### src/common/loader_pkg.sv
// Image loader shared definitions
// Data types, download indexes, memory bases and CRT layout constants

package loader_pkg;

	// ==============================
	// Basic types
	// ==============================
	typedef logic [7:0] byte_t;
	typedef logic [24:0] load_addr_t;
	typedef logic [24:0] dl_offset_t;

	typedef enum logic [1:0] {
		KIND_NONE,
		KIND_PRG,
		KIND_CRT,
		KIND_TAP
	} file_kind_e;

	// One host byte with its place in the file
	typedef struct packed {
		dl_offset_t offset;
		byte_t      data;
		file_kind_e kind;
	} dl_byte_t;

	// One external memory write
	typedef struct packed {
		load_addr_t addr;
		byte_t      data;
	} mem_wr_t;

	// CRT file header fields
	typedef struct packed {
		logic [15:0] cart_id;
		byte_t       exrom;
		byte_t       game;
	} cart_info_t;

	// CHIP packet bank record with big-endian fields in the file
	typedef struct packed {
		byte_t       bank_type;
		logic [15:0] bank_num;
		logic [15:0] bank_laddr;
		logic [15:0] bank_size;
	} bank_hdr_t;

	// ==============================
	// Download indexes
	// ==============================
	localparam byte_t IDX_PRG     = 8'd2;
	localparam byte_t IDX_CRT     = 8'd3;
	localparam byte_t IDX_CRT_ALT = 8'hC0;
	localparam byte_t IDX_TAP     = 8'd4;

	// Memory bases
	localparam load_addr_t CART_BASE = 25'h100000;
	localparam load_addr_t TAP_BASE  = 25'h200000;

	// CRT layout
	// Cart id low byte follows at CRT_ID_OFS + 1
	localparam dl_offset_t  CRT_ID_OFS      = 25'h16;
	localparam dl_offset_t  CRT_EXROM_OFS   = 25'h18;
	localparam dl_offset_t  CRT_GAME_OFS    = 25'h19;
	localparam dl_offset_t  CRT_CHIP_START  = 25'h40;
	localparam logic [31:0] CHIP_HDR_LEN    = 32'd16;
	localparam int          BANK_ALIGN_BITS = 13;

endpackage

### src/design/dl_capture.sv
// Download capture
// Registers host bytes, classifies the file and drives host back-pressure

`timescale 1ns/10ps

module dl_capture import loader_pkg::*; (
	input  logic       clk_sys,
	input  logic       reset_n,
	input  logic       dl_active_i,
	input  byte_t      dl_index_i,
	input  logic       dl_wr_i,
	input  dl_offset_t dl_addr_i,
	input  byte_t      dl_data_i,
	input  logic       busy_i,
	output logic       dl_wait_o,
	output dl_byte_t   byte_o,
	output logic       byte_vld_o,
	output logic       dl_start_o,
	output logic       dl_end_o
);

	logic       active_q;
	logic       start_edge;
	logic       host_wr;
	file_kind_e kind_now;
	file_kind_e kind_cur;
	dl_byte_t   byte_q;
	logic       vld_q;
	logic       start_q;
	logic       end_q;
	logic       wait_q;
	logic [1:0] stage_q;

	assign start_edge = dl_active_i && !active_q;
	assign host_wr    = dl_wr_i && dl_active_i;

	always_comb begin
		case (dl_index_i)
			IDX_PRG:              kind_now = KIND_PRG;
			IDX_CRT, IDX_CRT_ALT: kind_now = KIND_CRT;
			IDX_TAP:              kind_now = KIND_TAP;
			default:              kind_now = KIND_NONE;
		endcase
	end

	// A byte in the very first active cycle takes the fresh kind
	assign kind_cur = start_edge ? kind_now : byte_q.kind;

	always_ff @(posedge clk_sys) begin
		if (!reset_n) begin
			active_q <= 1'b0;
			start_q  <= 1'b0;
			end_q    <= 1'b0;
			vld_q    <= 1'b0;
			wait_q   <= 1'b0;
			stage_q  <= 2'd0;
			byte_q   <= '0;
		end else begin
			active_q <= dl_active_i;
			start_q  <= start_edge;
			end_q    <= !dl_active_i && active_q;
			vld_q    <= host_wr;
			if (start_edge)
				byte_q.kind <= kind_now;
			if (host_wr)
				byte_q <= '{offset: dl_addr_i, data: dl_data_i, kind: kind_cur};
			// Stage covers the loader and port latency until busy_i is valid
			if (host_wr)
				stage_q <= 2'd2;
			else if (stage_q != 2'd0)
				stage_q <= stage_q - 2'd1;
			wait_q <= host_wr || (stage_q != 2'd0) || busy_i;
		end
	end

	assign dl_wait_o  = wait_q;
	assign byte_o     = byte_q;
	assign byte_vld_o = vld_q;
	assign dl_start_o = start_q;
	assign dl_end_o   = end_q;

endmodule

### src/design/mem_write_port.sv
// Memory write port
// Holds one pending write and runs a four-phase req/ack handshake

`timescale 1ns/10ps

module mem_write_port import loader_pkg::*; (
	input  logic    clk_sys,
	input  logic    reset_n,
	input  mem_wr_t wr_i,
	input  logic    wr_vld_i,
	input  logic    mem_ack_i,
	output logic    busy_o,
	output logic    mem_req_o,
	output mem_wr_t mem_wr_o
);

	typedef enum logic [1:0] {
		ST_IDLE,
		ST_REQ,
		ST_ACK_LOW
	} port_state_e;

	port_state_e state_q;
	mem_wr_t     wr_q;

	// ==============================
	// Handshake sequencer
	// ==============================
	always_ff @(posedge clk_sys) begin
		if (!reset_n) begin
			state_q <= ST_IDLE;
		end else begin
			case (state_q)
				ST_IDLE: begin
					if (wr_vld_i)
						state_q <= ST_REQ;
				end
				// Req drops the cycle after ack is seen
				ST_REQ: begin
					if (mem_ack_i)
						state_q <= ST_ACK_LOW;
				end
				// Wait for memory to release ack
				ST_ACK_LOW: begin
					if (!mem_ack_i)
						state_q <= ST_IDLE;
				end
				default: state_q <= ST_IDLE;
			endcase
		end
	end

	// Data is only taken while idle so it holds through the handshake
	always_ff @(posedge clk_sys) begin
		if (state_q == ST_IDLE && wr_vld_i)
			wr_q <= wr_i;
	end

	assign mem_req_o = state_q == ST_REQ;
	assign busy_o    = state_q != ST_IDLE;
	assign mem_wr_o  = wr_q;

endmodule

### src/loader/chip_packet_parser.sv
// CRT CHIP packet parser
// Walks packet headers, counts payload bytes and publishes bank records

`timescale 1ns/10ps

module chip_packet_parser import loader_pkg::*; (
	input  logic      clk_sys,
	input  logic      reset_n,
	input  logic      crt_restart_i,
	input  logic      chip_byte_i,
	input  byte_t     data_i,
	output logic      payload_o,
	output logic      align_o,
	output bank_hdr_t bank_hdr_o,
	output logic      bank_hdr_wr_o
);

	logic [3:0]  hdr_cnt_q;
	logic [31:0] blk_len_q;
	logic        hdr_open;
	logic        in_hdr;
	bank_hdr_t   bank_hdr_q;
	logic        hdr_wr_q;

	// Working copy of the record until its last byte arrives
	byte_t       bank_type_q;
	logic [15:0] bank_num_q;
	logic [15:0] bank_laddr_q;
	byte_t       size_hi_q;

	// Header opens when the previous packet is fully consumed
	assign hdr_open  = chip_byte_i && (blk_len_q == '0) && (hdr_cnt_q == 4'd0);
	assign in_hdr    = chip_byte_i && (hdr_cnt_q != 4'd0);
	assign payload_o = chip_byte_i && !hdr_open && !in_hdr;
	assign align_o   = hdr_open;

	always_ff @(posedge clk_sys) begin
		if (!reset_n) begin
			hdr_cnt_q  <= 4'd0;
			blk_len_q  <= '0;
			bank_hdr_q <= '0;
			hdr_wr_q   <= 1'b0;
		end else begin
			hdr_wr_q <= 1'b0;
			if (crt_restart_i) begin
				hdr_cnt_q <= 4'd0;
				blk_len_q <= '0;
			end else if (hdr_open) begin
				hdr_cnt_q <= 4'd1;
			end else if (in_hdr) begin
				// Position 15 wraps the counter back to zero
				hdr_cnt_q <= hdr_cnt_q + 4'd1;
				case (hdr_cnt_q)
					4'd4: blk_len_q[31:24] <= data_i;
					4'd5: blk_len_q[23:16] <= data_i;
					4'd6: blk_len_q[15:8]  <= data_i;
					4'd7: blk_len_q[7:0]   <= data_i;
					4'd8: blk_len_q        <= blk_len_q - CHIP_HDR_LEN;
					4'd15: begin
						bank_hdr_q <= '{bank_type:  bank_type_q,
						                bank_num:   bank_num_q,
						                bank_laddr: bank_laddr_q,
						                bank_size:  {size_hi_q, data_i}};
						hdr_wr_q   <= 1'b1;
					end
					default: ;
				endcase
			end else if (payload_o) begin
				blk_len_q <= blk_len_q - 1'b1;
			end
		end
	end

	// ==============================
	// Bank record fields
	// ==============================
	always_ff @(posedge clk_sys) begin
		if (in_hdr) begin
			case (hdr_cnt_q)
				4'd9:  bank_type_q         <= data_i;
				4'd10: bank_num_q[15:8]    <= data_i;
				4'd11: bank_num_q[7:0]     <= data_i;
				4'd12: bank_laddr_q[15:8]  <= data_i;
				4'd13: bank_laddr_q[7:0]   <= data_i;
				4'd14: size_hi_q           <= data_i;
				default: ;
			endcase
		end
	end

	assign bank_hdr_o    = bank_hdr_q;
	assign bank_hdr_wr_o = hdr_wr_q;

endmodule

### src/loader/image_loader.sv
// Image loader core
// Tracks the write address, applies PRG, TAP and CRT rules and issues writes

`timescale 1ns/10ps

module image_loader import loader_pkg::*; (
	input  logic       clk_sys,
	input  logic       reset_n,
	input  dl_byte_t   byte_i,
	input  logic       byte_vld_i,
	input  logic       dl_start_i,
	input  logic       dl_end_i,
	output mem_wr_t    wr_o,
	output logic       wr_vld_o,
	output cart_info_t cart_info_o,
	output logic       cart_attached_o,
	output bank_hdr_t  bank_hdr_o,
	output logic       bank_hdr_wr_o
);

	load_addr_t addr_q;
	load_addr_t eff_addr;
	load_addr_t addr_rounded;
	mem_wr_t    wr_q;
	logic       wr_vld_q;
	cart_info_t cart_info_q;
	logic       attached_q;
	logic       is_prg;
	logic       is_tap;
	logic       is_crt;
	logic       ofs_zero;
	logic       prg_hdr;
	logic       crt_restart;
	logic       chip_byte;
	logic       payload;
	logic       align;
	logic       do_write;

	assign is_prg   = byte_i.kind == KIND_PRG;
	assign is_tap   = byte_i.kind == KIND_TAP;
	assign is_crt   = byte_i.kind == KIND_CRT;
	assign ofs_zero = byte_i.offset == '0;

	assign prg_hdr     = byte_vld_i && is_prg && (byte_i.offset < 25'd2);
	assign crt_restart = byte_vld_i && is_crt && ofs_zero;
	assign chip_byte   = byte_vld_i && is_crt && (byte_i.offset >= CRT_CHIP_START);

	chip_packet_parser chip_packet_parser_i (
		.clk_sys       (clk_sys),
		.reset_n       (reset_n),
		.crt_restart_i (crt_restart),
		.chip_byte_i   (chip_byte),
		.data_i        (byte_i.data),
		.payload_o     (payload),
		.align_o       (align),
		.bank_hdr_o    (bank_hdr_o),
		.bank_hdr_wr_o (bank_hdr_wr_o)
	);

	// TAP data starts at the base with its first byte
	assign eff_addr = (is_tap && ofs_zero) ? TAP_BASE : addr_q;

	assign do_write = byte_vld_i && ((is_prg && !prg_hdr) || is_tap || payload);

	// Round up to the next bank boundary
	assign addr_rounded = ((addr_q + load_addr_t'((1 << BANK_ALIGN_BITS) - 1))
		>> BANK_ALIGN_BITS) << BANK_ALIGN_BITS;

	always_ff @(posedge clk_sys) begin
		if (!reset_n) begin
			addr_q      <= '0;
			wr_vld_q    <= 1'b0;
			cart_info_q <= '0;
			attached_q  <= 1'b0;
		end else begin
			wr_vld_q <= do_write;

			if (do_write)
				addr_q <= eff_addr + 1'b1;
			else if (prg_hdr && ofs_zero)
				addr_q <= load_addr_t'(byte_i.data);
			else if (prg_hdr)
				addr_q[15:8] <= byte_i.data;
			else if (crt_restart)
				addr_q <= CART_BASE;
			else if (align)
				addr_q <= addr_rounded;

			// ==============================
			// CRT file header fields
			// ==============================
			if (byte_vld_i && is_crt) begin
				if (byte_i.offset == CRT_ID_OFS)
					cart_info_q.cart_id[15:8] <= byte_i.data;
				if (byte_i.offset == CRT_ID_OFS + 1'b1)
					cart_info_q.cart_id[7:0] <= byte_i.data;
				if (byte_i.offset == CRT_EXROM_OFS)
					cart_info_q.exrom <= byte_i.data;
				if (byte_i.offset == CRT_GAME_OFS)
					cart_info_q.game <= byte_i.data;
			end

			// Cartridge detaches when a new CRT starts
			if (dl_start_i && is_crt)
				attached_q <= 1'b0;
			else if (dl_end_i && is_crt)
				attached_q <= 1'b1;
		end
	end

	always_ff @(posedge clk_sys) begin
		if (do_write)
			wr_q <= '{addr: eff_addr, data: byte_i.data};
	end

	assign wr_o            = wr_q;
	assign wr_vld_o        = wr_vld_q;
	assign cart_info_o     = cart_info_q;
	assign cart_attached_o = attached_q;

endmodule

### src/design/c64_image_loader_top.sv
// Image loader top level
// Joins download capture, loader core and memory write port

`timescale 1ns/10ps

module c64_image_loader_top import loader_pkg::*; (
	input  logic       clk_sys,
	input  logic       reset_n,
	input  logic       dl_active_i,
	input  byte_t      dl_index_i,
	input  logic       dl_wr_i,
	input  dl_offset_t dl_addr_i,
	input  byte_t      dl_data_i,
	input  logic       mem_ack_i,
	output logic       dl_wait_o,
	output logic       mem_req_o,
	output mem_wr_t    mem_wr_o,
	output cart_info_t cart_info_o,
	output logic       cart_attached_o,
	output bank_hdr_t  bank_hdr_o,
	output logic       bank_hdr_wr_o
);

	dl_byte_t dl_byte;
	logic     dl_byte_vld;
	logic     dl_start;
	logic     dl_end;
	mem_wr_t  wr;
	logic     wr_vld;
	logic     port_busy;

	dl_capture dl_capture_i (
		.clk_sys     (clk_sys),
		.reset_n     (reset_n),
		.dl_active_i (dl_active_i),
		.dl_index_i  (dl_index_i),
		.dl_wr_i     (dl_wr_i),
		.dl_addr_i   (dl_addr_i),
		.dl_data_i   (dl_data_i),
		.busy_i      (port_busy),
		.dl_wait_o   (dl_wait_o),
		.byte_o      (dl_byte),
		.byte_vld_o  (dl_byte_vld),
		.dl_start_o  (dl_start),
		.dl_end_o    (dl_end)
	);

	image_loader image_loader_i (
		.clk_sys         (clk_sys),
		.reset_n         (reset_n),
		.byte_i          (dl_byte),
		.byte_vld_i      (dl_byte_vld),
		.dl_start_i      (dl_start),
		.dl_end_i        (dl_end),
		.wr_o            (wr),
		.wr_vld_o        (wr_vld),
		.cart_info_o     (cart_info_o),
		.cart_attached_o (cart_attached_o),
		.bank_hdr_o      (bank_hdr_o),
		.bank_hdr_wr_o   (bank_hdr_wr_o)
	);

	mem_write_port mem_write_port_i (
		.clk_sys   (clk_sys),
		.reset_n   (reset_n),
		.wr_i      (wr),
		.wr_vld_i  (wr_vld),
		.mem_ack_i (mem_ack_i),
		.busy_o    (port_busy),
		.mem_req_o (mem_req_o),
		.mem_wr_o  (mem_wr_o)
	);

endmodule

### config.mk
export PLATFORM = sky130hd
export DESIGN_NAME = c64_image_loader_top
export DESIGN_NICKNAME = d
export VERILOG_FILES = /design/src/common/loader_pkg.sv /design/src/design/dl_capture.sv /design/src/design/mem_write_port.sv /design/src/loader/chip_packet_parser.sv /design/src/loader/image_loader.sv /design/src/design/c64_image_loader_top.sv
export SDC_FILE = /design/constraint.sdc
export NUM_CORES = 1
export LEC_CHECK = 0
export ABC_AREA = 1
export BUFFER_PORTS_ARGS = -buffer_cell sky130_fd_sc_hd__buf_2
export CORE_MARGIN = 2
export CORE_UTILIZATION = 30
export CTS_CLUSTER_DIAMETER = 50
export CTS_CLUSTER_SIZE = 12
export DETAILED_ROUTE_END_ITERATION = 16
export GPL_ROUTABILITY_DRIVEN = 1
export PLACE_DENSITY = 0.6
export SYNTH_ARGS = -nofsm -noshare
export SYNTH_HDL_FRONTEND = slang
export SYNTH_SLANG_ARGS = --single-unit
### constraint.sdc
create_clock -name clk_sys -period 2.3 [get_ports clk_sys]
set_input_delay 0.345 -clock clk_sys [delete_from_list [all_inputs] [get_ports clk_sys]]
set_output_delay 0.345 -clock clk_sys [all_outputs]
set_load 0.01 [all_outputs]
# After elaboration in Yosys (flattened, before gate mapping)
# Index checks and enable logic that the tools add are counted.
# Widths: inputs -> output; s select.
# word_totals
inputBits	46
elab_cells	174
register_bits	310
out_inout_bits	125
# classes
muxes	25
n_bitwise	4
magnitude_cmp	2
reduce_logical	64
n_addsub	6
n_eq_ne	33
# op_table
cell	n
$mux 25	5
$eq 25x5->1 const B	4
$mux 32	2
$pmux 8 s2	4
$eq 4x4->1 const B	8
$logic_not 32->1	1
$sub 32x1->32 const B	1
$sub 32x5->32 const B	1
$add 25x1->25 const B	1
$add 25x13->25 const B	1
$ge 25x7->1 const B	1
$logic_not 25->1	1
$lt 25x2->1 const B	1
$reduce_and 2->1	11
$logic_and 1x1->1	20
$eq 4x3->1 const B	4
$eq 8x2->1 const B	2
$mux 8	2
$reduce_and 3->1	5
$mux 2	6
$ne 3x1->1 const B	4
$pmux 2 s3	2
$reduce_bool 2->1	5
$mux 9	1
other kinds (20)	41

# Depth between registers and ports, before layout
# Gate-level depths: netlist of the first run.
# logic_depth
depth_word	12
mapped_depth	19
depth_no_buf	17

# Modules after synthesis
# From an unflattened synthesis of the first run, not the netlist that was laid out.
# unflattened
hier_cells	1802
area_unflattened_um2	14680.3
# by_module_without_submodules
mod	area_per_inst_um2	cells_per_inst	seq_area_each_um2	n_inst
chip_packet_parser	6889.1	899	3303.2	1
image_loader	4984.8	658	2172.1	1
dl_capture	1711.6	196	840.8	1
mem_write_port	1094.8	49	1031.0	1

# Least setup slack after synthesis of the first run
# No wires, ideal clock.
# synth_path
path_type	reg-to-reg
from	register dl_capture_i.byte_q, in the netlist dl_capture_i.byte_o[19]
to	register image_loader_i.addr_q[14]
setup_slack_ns	-0.217
path_stages_with_launch	19
arrival_time_ns	2.409
period_less_slack_ns	2.517
setup_ns	0.109
required_ns	2.191
n_path_buf	2
path_cell_list	dfxtp_1 -> nor2_1 -> nand2_1 -> nor2_4 -> nand4_2 -> buf_2 -> buf_1 -> nand2_1 -> inv_1 -> ha_1 -> nand2_1 -> nor2_2 -> nand2_1 -> nor2_2 -> nand3_1 -> nand3_1 -> nand2_1 -> nand2_1 -> inv_1
# synth_between
word_cells_on_any_way	27
cone_classes	add/sub (1); order compare (2); mux (5); reduce/logical (19)
# synth_rtl
element	line	rtl
start: declaration	dl_capture.sv:27	dl_byte_t byte_q;
start signal: assignment	dl_capture.sv:66	byte_q <= '{offset: dl_addr_i, data: dl_data_i, kind: kind_cur};
$logic_not 25->1	image_loader.sv:42	assign ofs_zero = byte_i.offset == '0;
$logic_and 1x1->1	image_loader.sv:61	assign eff_addr = (is_tap && ofs_zero) ? TAP_BASE : addr_q;
$mux 25	image_loader.sv:61	
via image_loader_i.eff_addr[0]	image_loader.sv:22	load_addr_t eff_addr;
$add 25x1->25	image_loader.sv:79	addr_q <= eff_addr + 1'b1;
$mux 25	image_loader.sv:78	if (do_write)
end signal: assignment	image_loader.sv:79	
end signal: assignment	image_loader.sv:81	addr_q <= load_addr_t'(byte_i.data);
end signal: assignment	image_loader.sv:83	addr_q[15:8] <= byte_i.data;
end: declaration	image_loader.sv:21	load_addr_t addr_q;
# The timed path passes the listed nets, and every way through them passes these cells.
# A chain may end at the register's enable or synchronous reset.

# Worst setup path after layout of the first run
# layout_path
from	register dl_capture_i.byte_q, in the netlist dl_capture_i.byte_o[33]
to	register image_loader_i.addr_q[16]
# layout_between
elab_chain_cells	11
word_cells_on_any_way	29
cone_classes	add/sub (1); order compare (2); eq/ne (1); mux (5); reduce/logical (20)
# layout_rtl
element	line	rtl
$ge 25x7->1	image_loader.sv:46	assign chip_byte = byte_vld_i && is_crt && (byte_i.offset >= CRT_CHIP_START);
$logic_and 1x1->1	image_loader.sv:46	
$logic_and 1x1->1 (2 in a row)	chip_packet_parser.sv:32	assign hdr_open = chip_byte_i && (blk_len_q == '0) && (hdr_cnt_q == 4'd0);
$logic_not 1->1	chip_packet_parser.sv:34	assign payload_o = chip_byte_i && !hdr_open && !in_hdr;
$logic_and 1x1->1 (2 in a row)	chip_packet_parser.sv:34	
$logic_or 1x1->1	image_loader.sv:63	assign do_write = byte_vld_i && ((is_prg && !prg_hdr) || is_tap || payload);
$logic_and 1x1->1	image_loader.sv:63	
$ne 3x3->1 (no source line) or $reduce_bool 4->1 (tied branches)	-	
$reduce_and 2->1 (no source line)	-	
end signal: assignment	image_loader.sv:79	
end signal: assignment	image_loader.sv:81	
end signal: assignment	image_loader.sv:87	addr_q <= addr_rounded;
# Several ways; a longest one is shown, not always the timed one. The select of a mux whose other input is x is not followed.

==> results of run 1 <==
==> sequential cells by signal, indices dropped and copies added, names as in the netlist, 4 cells and up <==
register / cells
image_loader_i.chip_packet_parser_i.bank_hdr_o: 56
dl_capture_i.byte_o: 35
image_loader_i.wr_o: 33
mem_write_port_i.mem_wr_o: 33
image_loader_i.cart_info_o: 32
image_loader_i.chip_packet_parser_i.blk_len_q: 32
image_loader_i.addr_q: 25
image_loader_i.chip_packet_parser_i.bank_laddr_q: 16
image_loader_i.chip_packet_parser_i.bank_num_q: 16
image_loader_i.chip_packet_parser_i.bank_type_q: 8
image_loader_i.chip_packet_parser_i.size_hi_q: 8
image_loader_i.chip_packet_parser_i.hdr_cnt_q: 4
==> cell families after synthesis <==
family | synth area share, %
AOI/OAI and AO/OA | 15.0
xor gates and xnor gates | 1.39
adders and majority gates | 0.633
buffers and inverters | 8.63
DFF | 53.1
and+or+nand+nor | 21.3
==> power breakdown <==
| part | switching, mW | internal, mW | leakage [nW] |
|---|---|---|---|
| Combinational | 0.409 | 0.226 | 4.60 |
| Clock | 2.45 | 4.00 | 0.662 |
| Sequential | 0.0499 | 5.73 | 2.61 |
| Total | 2.91 | 9.95 | 7.87 |
==> metal layers <==
metal	vias up	track usage [%]
li1	6218	-
met3	85	3.35
met4	0	6.96
met2	441	26.8
met1	5804	24.2
met5	-	0
==> per-stage QoR <==
stage	TNS, ps	hold WS [ps]	total power [mW]	setup slack [ps]
floorplan	-3910	392	6.21	-122
global placement	0	398	6.45	86.7
detailed placement	0	404	6.46	51.1
CTS	0	10.1	13.0	24.2
global route	-166	26.7	13.3	-22.9
finish	0	36.9	12.9	76.1
==> how the worst min path moves through the flow <==
stage / end / slack [ps] / depth (start not counted)
3_5_place_dp: dl_capture_i.dl_start_o / 400 / 1
5_1_grt: dl_capture_i.byte_o[13] / 30 / 3
6_report: dl_capture_i.byte_o[13] / 40 / 3
4_1_cts: dl_capture_i.byte_o[13] / 10 / 3
3_3_place_gp: dl_capture_i.dl_start_o / 400 / 1
2_1_floorplan: dl_capture_i.dl_start_o / 390 / 1
==> cell type report <==
class	instances	area, um2	area share, %
inverter	241	917	5.08
timing repair buffer	317	2120	11.8
tap	600	751	4.16
clock inverter	18	289	1.60
sequential	310	7350	40.7
clock buffer	54	1070	5.95
multi-input combinational	1073	5520	30.6
timing repair inverter	3	22.5	0.125
==> worst max-delay path: cells and delay by family, from the launching register on <==
family,cells,cell delay [ps]
flops,1,320
buf+inv,4,660
compound gates,2,340
simple gates,5,750
==> synth_stat cells (all sizes together), types with 3 or more instances <==
library cell	n	area share [%]
nand2	299	8.3
nand4	24	1.1
o211ai	7	0.38
edfxtp	114	25
a22oi	4	0.22
o21a	3	0.16
nand3	104	4.0
o21ai	185	6.7
buf	28	1.1
a32oi	3	0.19
a31oi	16	0.72
xnor2	3	0.19
dfxtp	196	28
inv	240	6.5
a221oi	3	0.19
nor3	33	1.5
ha	7	0.63
a21oi	150	5.5
xor2	19	1.2
nor2	184	5.7
clkbuf	36	0.98
o221ai	3	0.19
o22ai	4	0.18
or2	6	0.27
==> cell usage in the layout, fill, tap and decap left out, types with 4 or more instances in the layout <==
cell	count
buf_12	7
nand3_1	95
nand2_1	283
nand3_4	4
nand2_4	5
a22oi_1	4
or2_2	6
a31oi_1	16
ha_1	5
clkinvlp_4	5
clkbuf_16	40
inv_1	225
o211ai_1	7
nand3_2	6
nor3_2	4
inv_6	8
buf_6	7
nor2_1	155
o21ai_0	169
nor3_1	26
edfxtp_1	114
buf_2	169
nor2_4	13
nand2_2	10
nand4_1	23
clkbuf_1	12
xor2_1	19
o22ai_1	4
o21ai_1	15
nor2_2	13
dfxtp_1	195
buf_4	114
inv_2	11
dlygate4sd3_1	20
bufinv_16	6
a21oi_1	148
==> what timing repair did <==
| action | 4_1_cts | 5_1_grt |
|---|---|---|
| hold buffers | 20 | 0 |
| buffers inserted | 0 | 19 |
| endpoints found under the setup margin | 0 | 79 |
| endpoints found under the hold margin | 20 | 0 |
| resized for setup | 0 | 64 |
==> out/metrics.cfg, run 1 <==
[run_status]
status=finished clean

[sta]
tightest_slew_ps=711
maxSlewHeadroom_pct=52.2
period_share_pct=96.7
hold_viol=0
drv_slew=0
setup_viol_count_final=0
fmax_ghz=0.450
layout_min_cycle_time_ps=2220
skew_ps=29.0

[place]
place_hpwl_mm=30.3
dp_cells=2501
portBuffers=170
place.gp.congestion=0.944
placed_area_mm2=0.0161

[cells_and_area]
fin_util_pct=39.7
fin_cells=2616
drive_gt1_share_pct=22.3
fillCellCount=4606
finalInstanceArea_mm2=0.0180
num_antenna_cells=0
synthToLayoutAreaGrowth_pct=30.4
nNetsFinal=2038

[route]
drt_iter0_drc=1072
route.top_layer_used=met4
wl_per_cell_um=16.3
dr_wl_met3_mm=2.96
drc=0
viasPerCell=4.80
drtAntennaViolNets=0
met1Wirelength_mm=19.8
totalWireLength_mm=42.7
route.met2.wl_mm=18.5
dr_total_vias=12500
dr.pass1.iters=6

[clocking]
htreeDepth=2
cts.sinks=310
cts_root_buf=clkbuf_16
clk_latency_ps=560
cts_buffers=39
cts_tree=done
max-clock-path-buffers=3
cts.clk_slew.worst_paths_ps=60

[synth]
synthesis.instances=1687
yosysUniqueCellTypes=54
synth-warning-count=0
synth_area_mm2=0.0138
syn_avg_cell_area_um2=8.20
synthFlopType=dfxtp_1
async_flop_share_pct=0
synth-edff-count=114
ys_seq_area_share_pct=53.1
syn-num-nets=1740
synth_seq_cells=310

[worst_setup_path]
cp_max_fo=9
r2r_end=image_loader_i.addr_q[16]
worstPathCellList=nor2_2 > nand3_2 > nor2_8 > buf_6 > buf_4 > nand4_1 > inv_1 > nor2_4 > buf_12 > o21ai_0 > a21oi_1
reg2reg_setup_slack_ps=80
arrival_ps=2650
startpoint=dl_capture_i.byte_o[33]
worst_path_max_delay_cell=dfxtp_1
cp-end-kind=flop
r2r_start=dl_capture_i.byte_o[33]
critPathKind=reg -> reg
cp-start-kind=flop
required_ps=2720
endpoint=image_loader_i.addr_q[16]
slowest_delay_ps=320
r2r_cells=11

[grt]
grt_use_total_pct=17.5
antenna_found_initial=1
grt_max_degree=106
grt_first_pass_wirelength_mm=65.2
overflow=0
grt_pass1_vias=11900

[floorplan]
rows=78
io_pins=171
core_mm2=0.0455
start_util_pct=30.4
die_area_mm2=0.0479
die_y_um=219
dieWidth_um=219

[flow_run]
maxCapViolCount=0

[power]
vdd_drop_max_mv=0.428
p_leak_nw=7.87
powerDensity_mw_per_mm2=713

[hold_path]
hold_start=dl_addr_i[3]
hp-class=in -> reg

No activity file was read; power rests on OpenSTA's default activity.
==> inputs of run 2 (changes only) <==
--- a/config.mk
+++ b/config.mk
@@ -9,6 +9,7 @@
 export BUFFER_PORTS_ARGS = -buffer_cell sky130_fd_sc_hd__buf_2
 export CORE_MARGIN = 2
 export CORE_UTILIZATION = 30
+export CTS_BUF_LIST = sky130_fd_sc_hd__clkbuf_8
 export CTS_CLUSTER_DIAMETER = 50
 export CTS_CLUSTER_SIZE = 12
 export DETAILED_ROUTE_END_ITERATION = 16
==> run 2 against run 1 <==
Compared with the run above:
- non-clock buffer count grew 8
- fmax down 0.67%
- combinational power grew 2%
- first-iteration DRC count rose by 4.3%
- design area is 2.3% lower
- count of clock-buffer cells in the layout fell by 12
- sequential share of layout area rose by 0.95 points
- setup slack got worse by 15 ps
- critical path type unchanged
- highest routed layer unchanged
==> out/metrics.cfg, run 2 (same netlist as run 1, synthesis figures left out) <==
[run_status]
status=finished clean

[cells_and_area]
drive_gt1_share_pct=22.3  ; about the same
largest_reg_flops=56  ; unchanged
nNetsFinal=2046  ; +0.39%
final_common_cell=nand2_1
mostFrequentLayoutCells=284 x nand2_1, 236 x inv_1, 194 x dfxtp_1, 169 x buf_2, 166 x o21ai_0
fin_util_pct=38.8  ; -0.90 points
synthToLayoutAreaGrowth_pct=27.4
fin_cells=2625  ; +0.34%

[grt]
grt_first_pass_wirelength_mm=65.1  ; -0.13%
overflow=0  ; unchanged
grt_use_total_pct=17.5  ; about the same
grt_pass1_vias=11900  ; -0.11%
antenna_found_initial=2  ; +1
grt_max_degree=106  ; unchanged

[worst_setup_path]
r2r_end=image_loader_i.addr_q[8]
startpoint=dl_capture_i.byte_o[19]
reg2reg_setup_slack_ps=60  ; -20 ps
r2r_cells=14  ; +3
cp-start-kind=flop
r2r_start=dl_capture_i.byte_o[19]
cp-end-kind=flop
cp_max_fo=6  ; -3
critPathKind=reg -> reg
arrival_ps=2710  ; +60 ps
endpoint=image_loader_i.addr_q[8]
required_ps=2770  ; +50 ps

[sta]
maxSlewHeadroom_pct=51.5  ; -0.66 points
layout_min_cycle_time_ps=2240  ; +15.1 ps
rsz0062_at_grt=yes
tightest_slew_ps=721  ; +9.84 ps
fmax_ghz=0.447  ; -0.67%
holdWs_ps=48.9  ; +12.0 ps
hold_viol=0  ; unchanged
setup_viol_count_final=0  ; unchanged
drv_slew=0  ; unchanged
final.setup.worst_slack_ps=61.0  ; -15.1 ps
period_share_pct=97.3  ; +0.66 points
skew_ps=41.1  ; +12.1 ps

[route]
drt_iter0_drc=1118  ; +4.3%
viasPerCell=4.79  ; -0.12%
totalWireLength_mm=42.7  ; about the same
drc=0  ; unchanged
dr_total_vias=12600  ; +0.22%
wl_per_cell_um=16.2  ; -0.43%
drtAntennaViolNets=0  ; unchanged
dr.pass1.iters=5  ; -1

[clocking]
cts.sinks=310  ; unchanged
htreeDepth=2  ; unchanged
cts_root_buf=clkbuf_8
cts_tree=done
max-clock-path-buffers=3  ; unchanged
cts_buffers=39  ; unchanged
clk_latency_ps=610  ; +50 ps
cts.clk_slew.worst_paths_ps=80  ; +20 ps

[power]
total_power_mw=11.1  ; -14%
vdd_drop_max_mv=0.392  ; -8.3%
p_leak_nw=7.73  ; -1.8%
powerDensity_mw_per_mm2=627  ; -12%

[floorplan]
start_util_pct=30.4  ; unchanged
die_y_um=219  ; unchanged
dieWidth_um=219  ; unchanged
die_area_mm2=0.0479  ; unchanged
io_pins=171  ; unchanged
core_mm2=0.0455  ; unchanged
rows=78  ; unchanged

[hold_path]
hp-class=in -> reg

[place]
place_hpwl_mm=30.3  ; unchanged
dp_slack_ps=51.1  ; unchanged
place.gp.congestion=0.944  ; unchanged
dp_cells=2501  ; unchanged
portBuffers=170  ; unchanged

[flow_run]
maxCapViolCount=0  ; unchanged

[run 2: report_power, final]
group          total (mW)  leakage [nW]  switching [mW]  internal [mW]
Combinational       0.645          4.63           0.409          0.237
Sequential           5.77          2.61          0.0495           5.72
Clock                4.64         0.499            2.21           2.44
[run 2: per-layer routing]
layer	up-vias	global-route usage (%)	wire length [um]
met1	5839	24.2	19600
met5	-	0	0
met3	75	3.09	2990
met2	442	26.8	18600
met4	0	7.25	1530
li1	6220	-	-
[run 2: how the worst min path moves through the flow]
| stage | depth (start not counted) | to | startpoint |
|---|---|---|---|
| 2_1_floorplan | 1 | dl_capture_i.dl_start_o | dl_capture_i.active_q |
| 3_3_place_gp | 1 | dl_capture_i.dl_start_o | dl_capture_i.active_q |
| 3_5_place_dp | 1 | dl_capture_i.dl_start_o | dl_capture_i.active_q |
| 4_1_cts | 3 | dl_capture_i.byte_o[5] | dl_data_i[3] |
| 5_1_grt | 3 | mem_write_port_i.state_q[1] | mem_ack_i |
| 6_report | 3 | mem_write_port_i.state_q[1] | mem_ack_i |
[run 2: final cells by class]
cell class                      count  area [um2]
Fill cell                        4671       27800
Sequential cell                   310        7350
Multi-Input combinational cell   1073        5490
Timing Repair Buffer              325        2200
Inverter                          241         917
Tap cell                          600         751
Clock buffer                       42         578
Clock inverter                     30         325
Timing Repair inverter              3        22.5
Antenna cell                        1        2.50
[run 2: critical path: stages, from the launching register on]
cell     delay [ps]
dfxtp_1         320
nor2_1          130
nand2_2         110
nor2_4          180
buf_4           150
nand3_4         100
nand2_8         110
inv_4            60
nand3_2          80
nand2_4          60
a21oi_4         300
nand3_4         150
buf_4           180
o21ai_1         110
nor2_1           60
[run 2: stage by stage]
step           setup TNS (ps)  area (um2)
2_1_floorplan           -3910       13900
3_3_place_gp                0       16100
3_5_place_dp                0       16100
4_1_cts                     0       17300
5_1_grt                  -449       17600
6_report                    0       17600
[run 2: what timing repair did]
| action | 4_1_cts | 5_1_grt |
|---|---|---|
| buffers inserted | 0 | 20 |
| hold buffers | 27 | 0 |
| endpoints found under the hold margin | 28 | 0 |
| resized for setup | 0 | 60 |
| endpoints found under the setup margin | 0 | 80 |
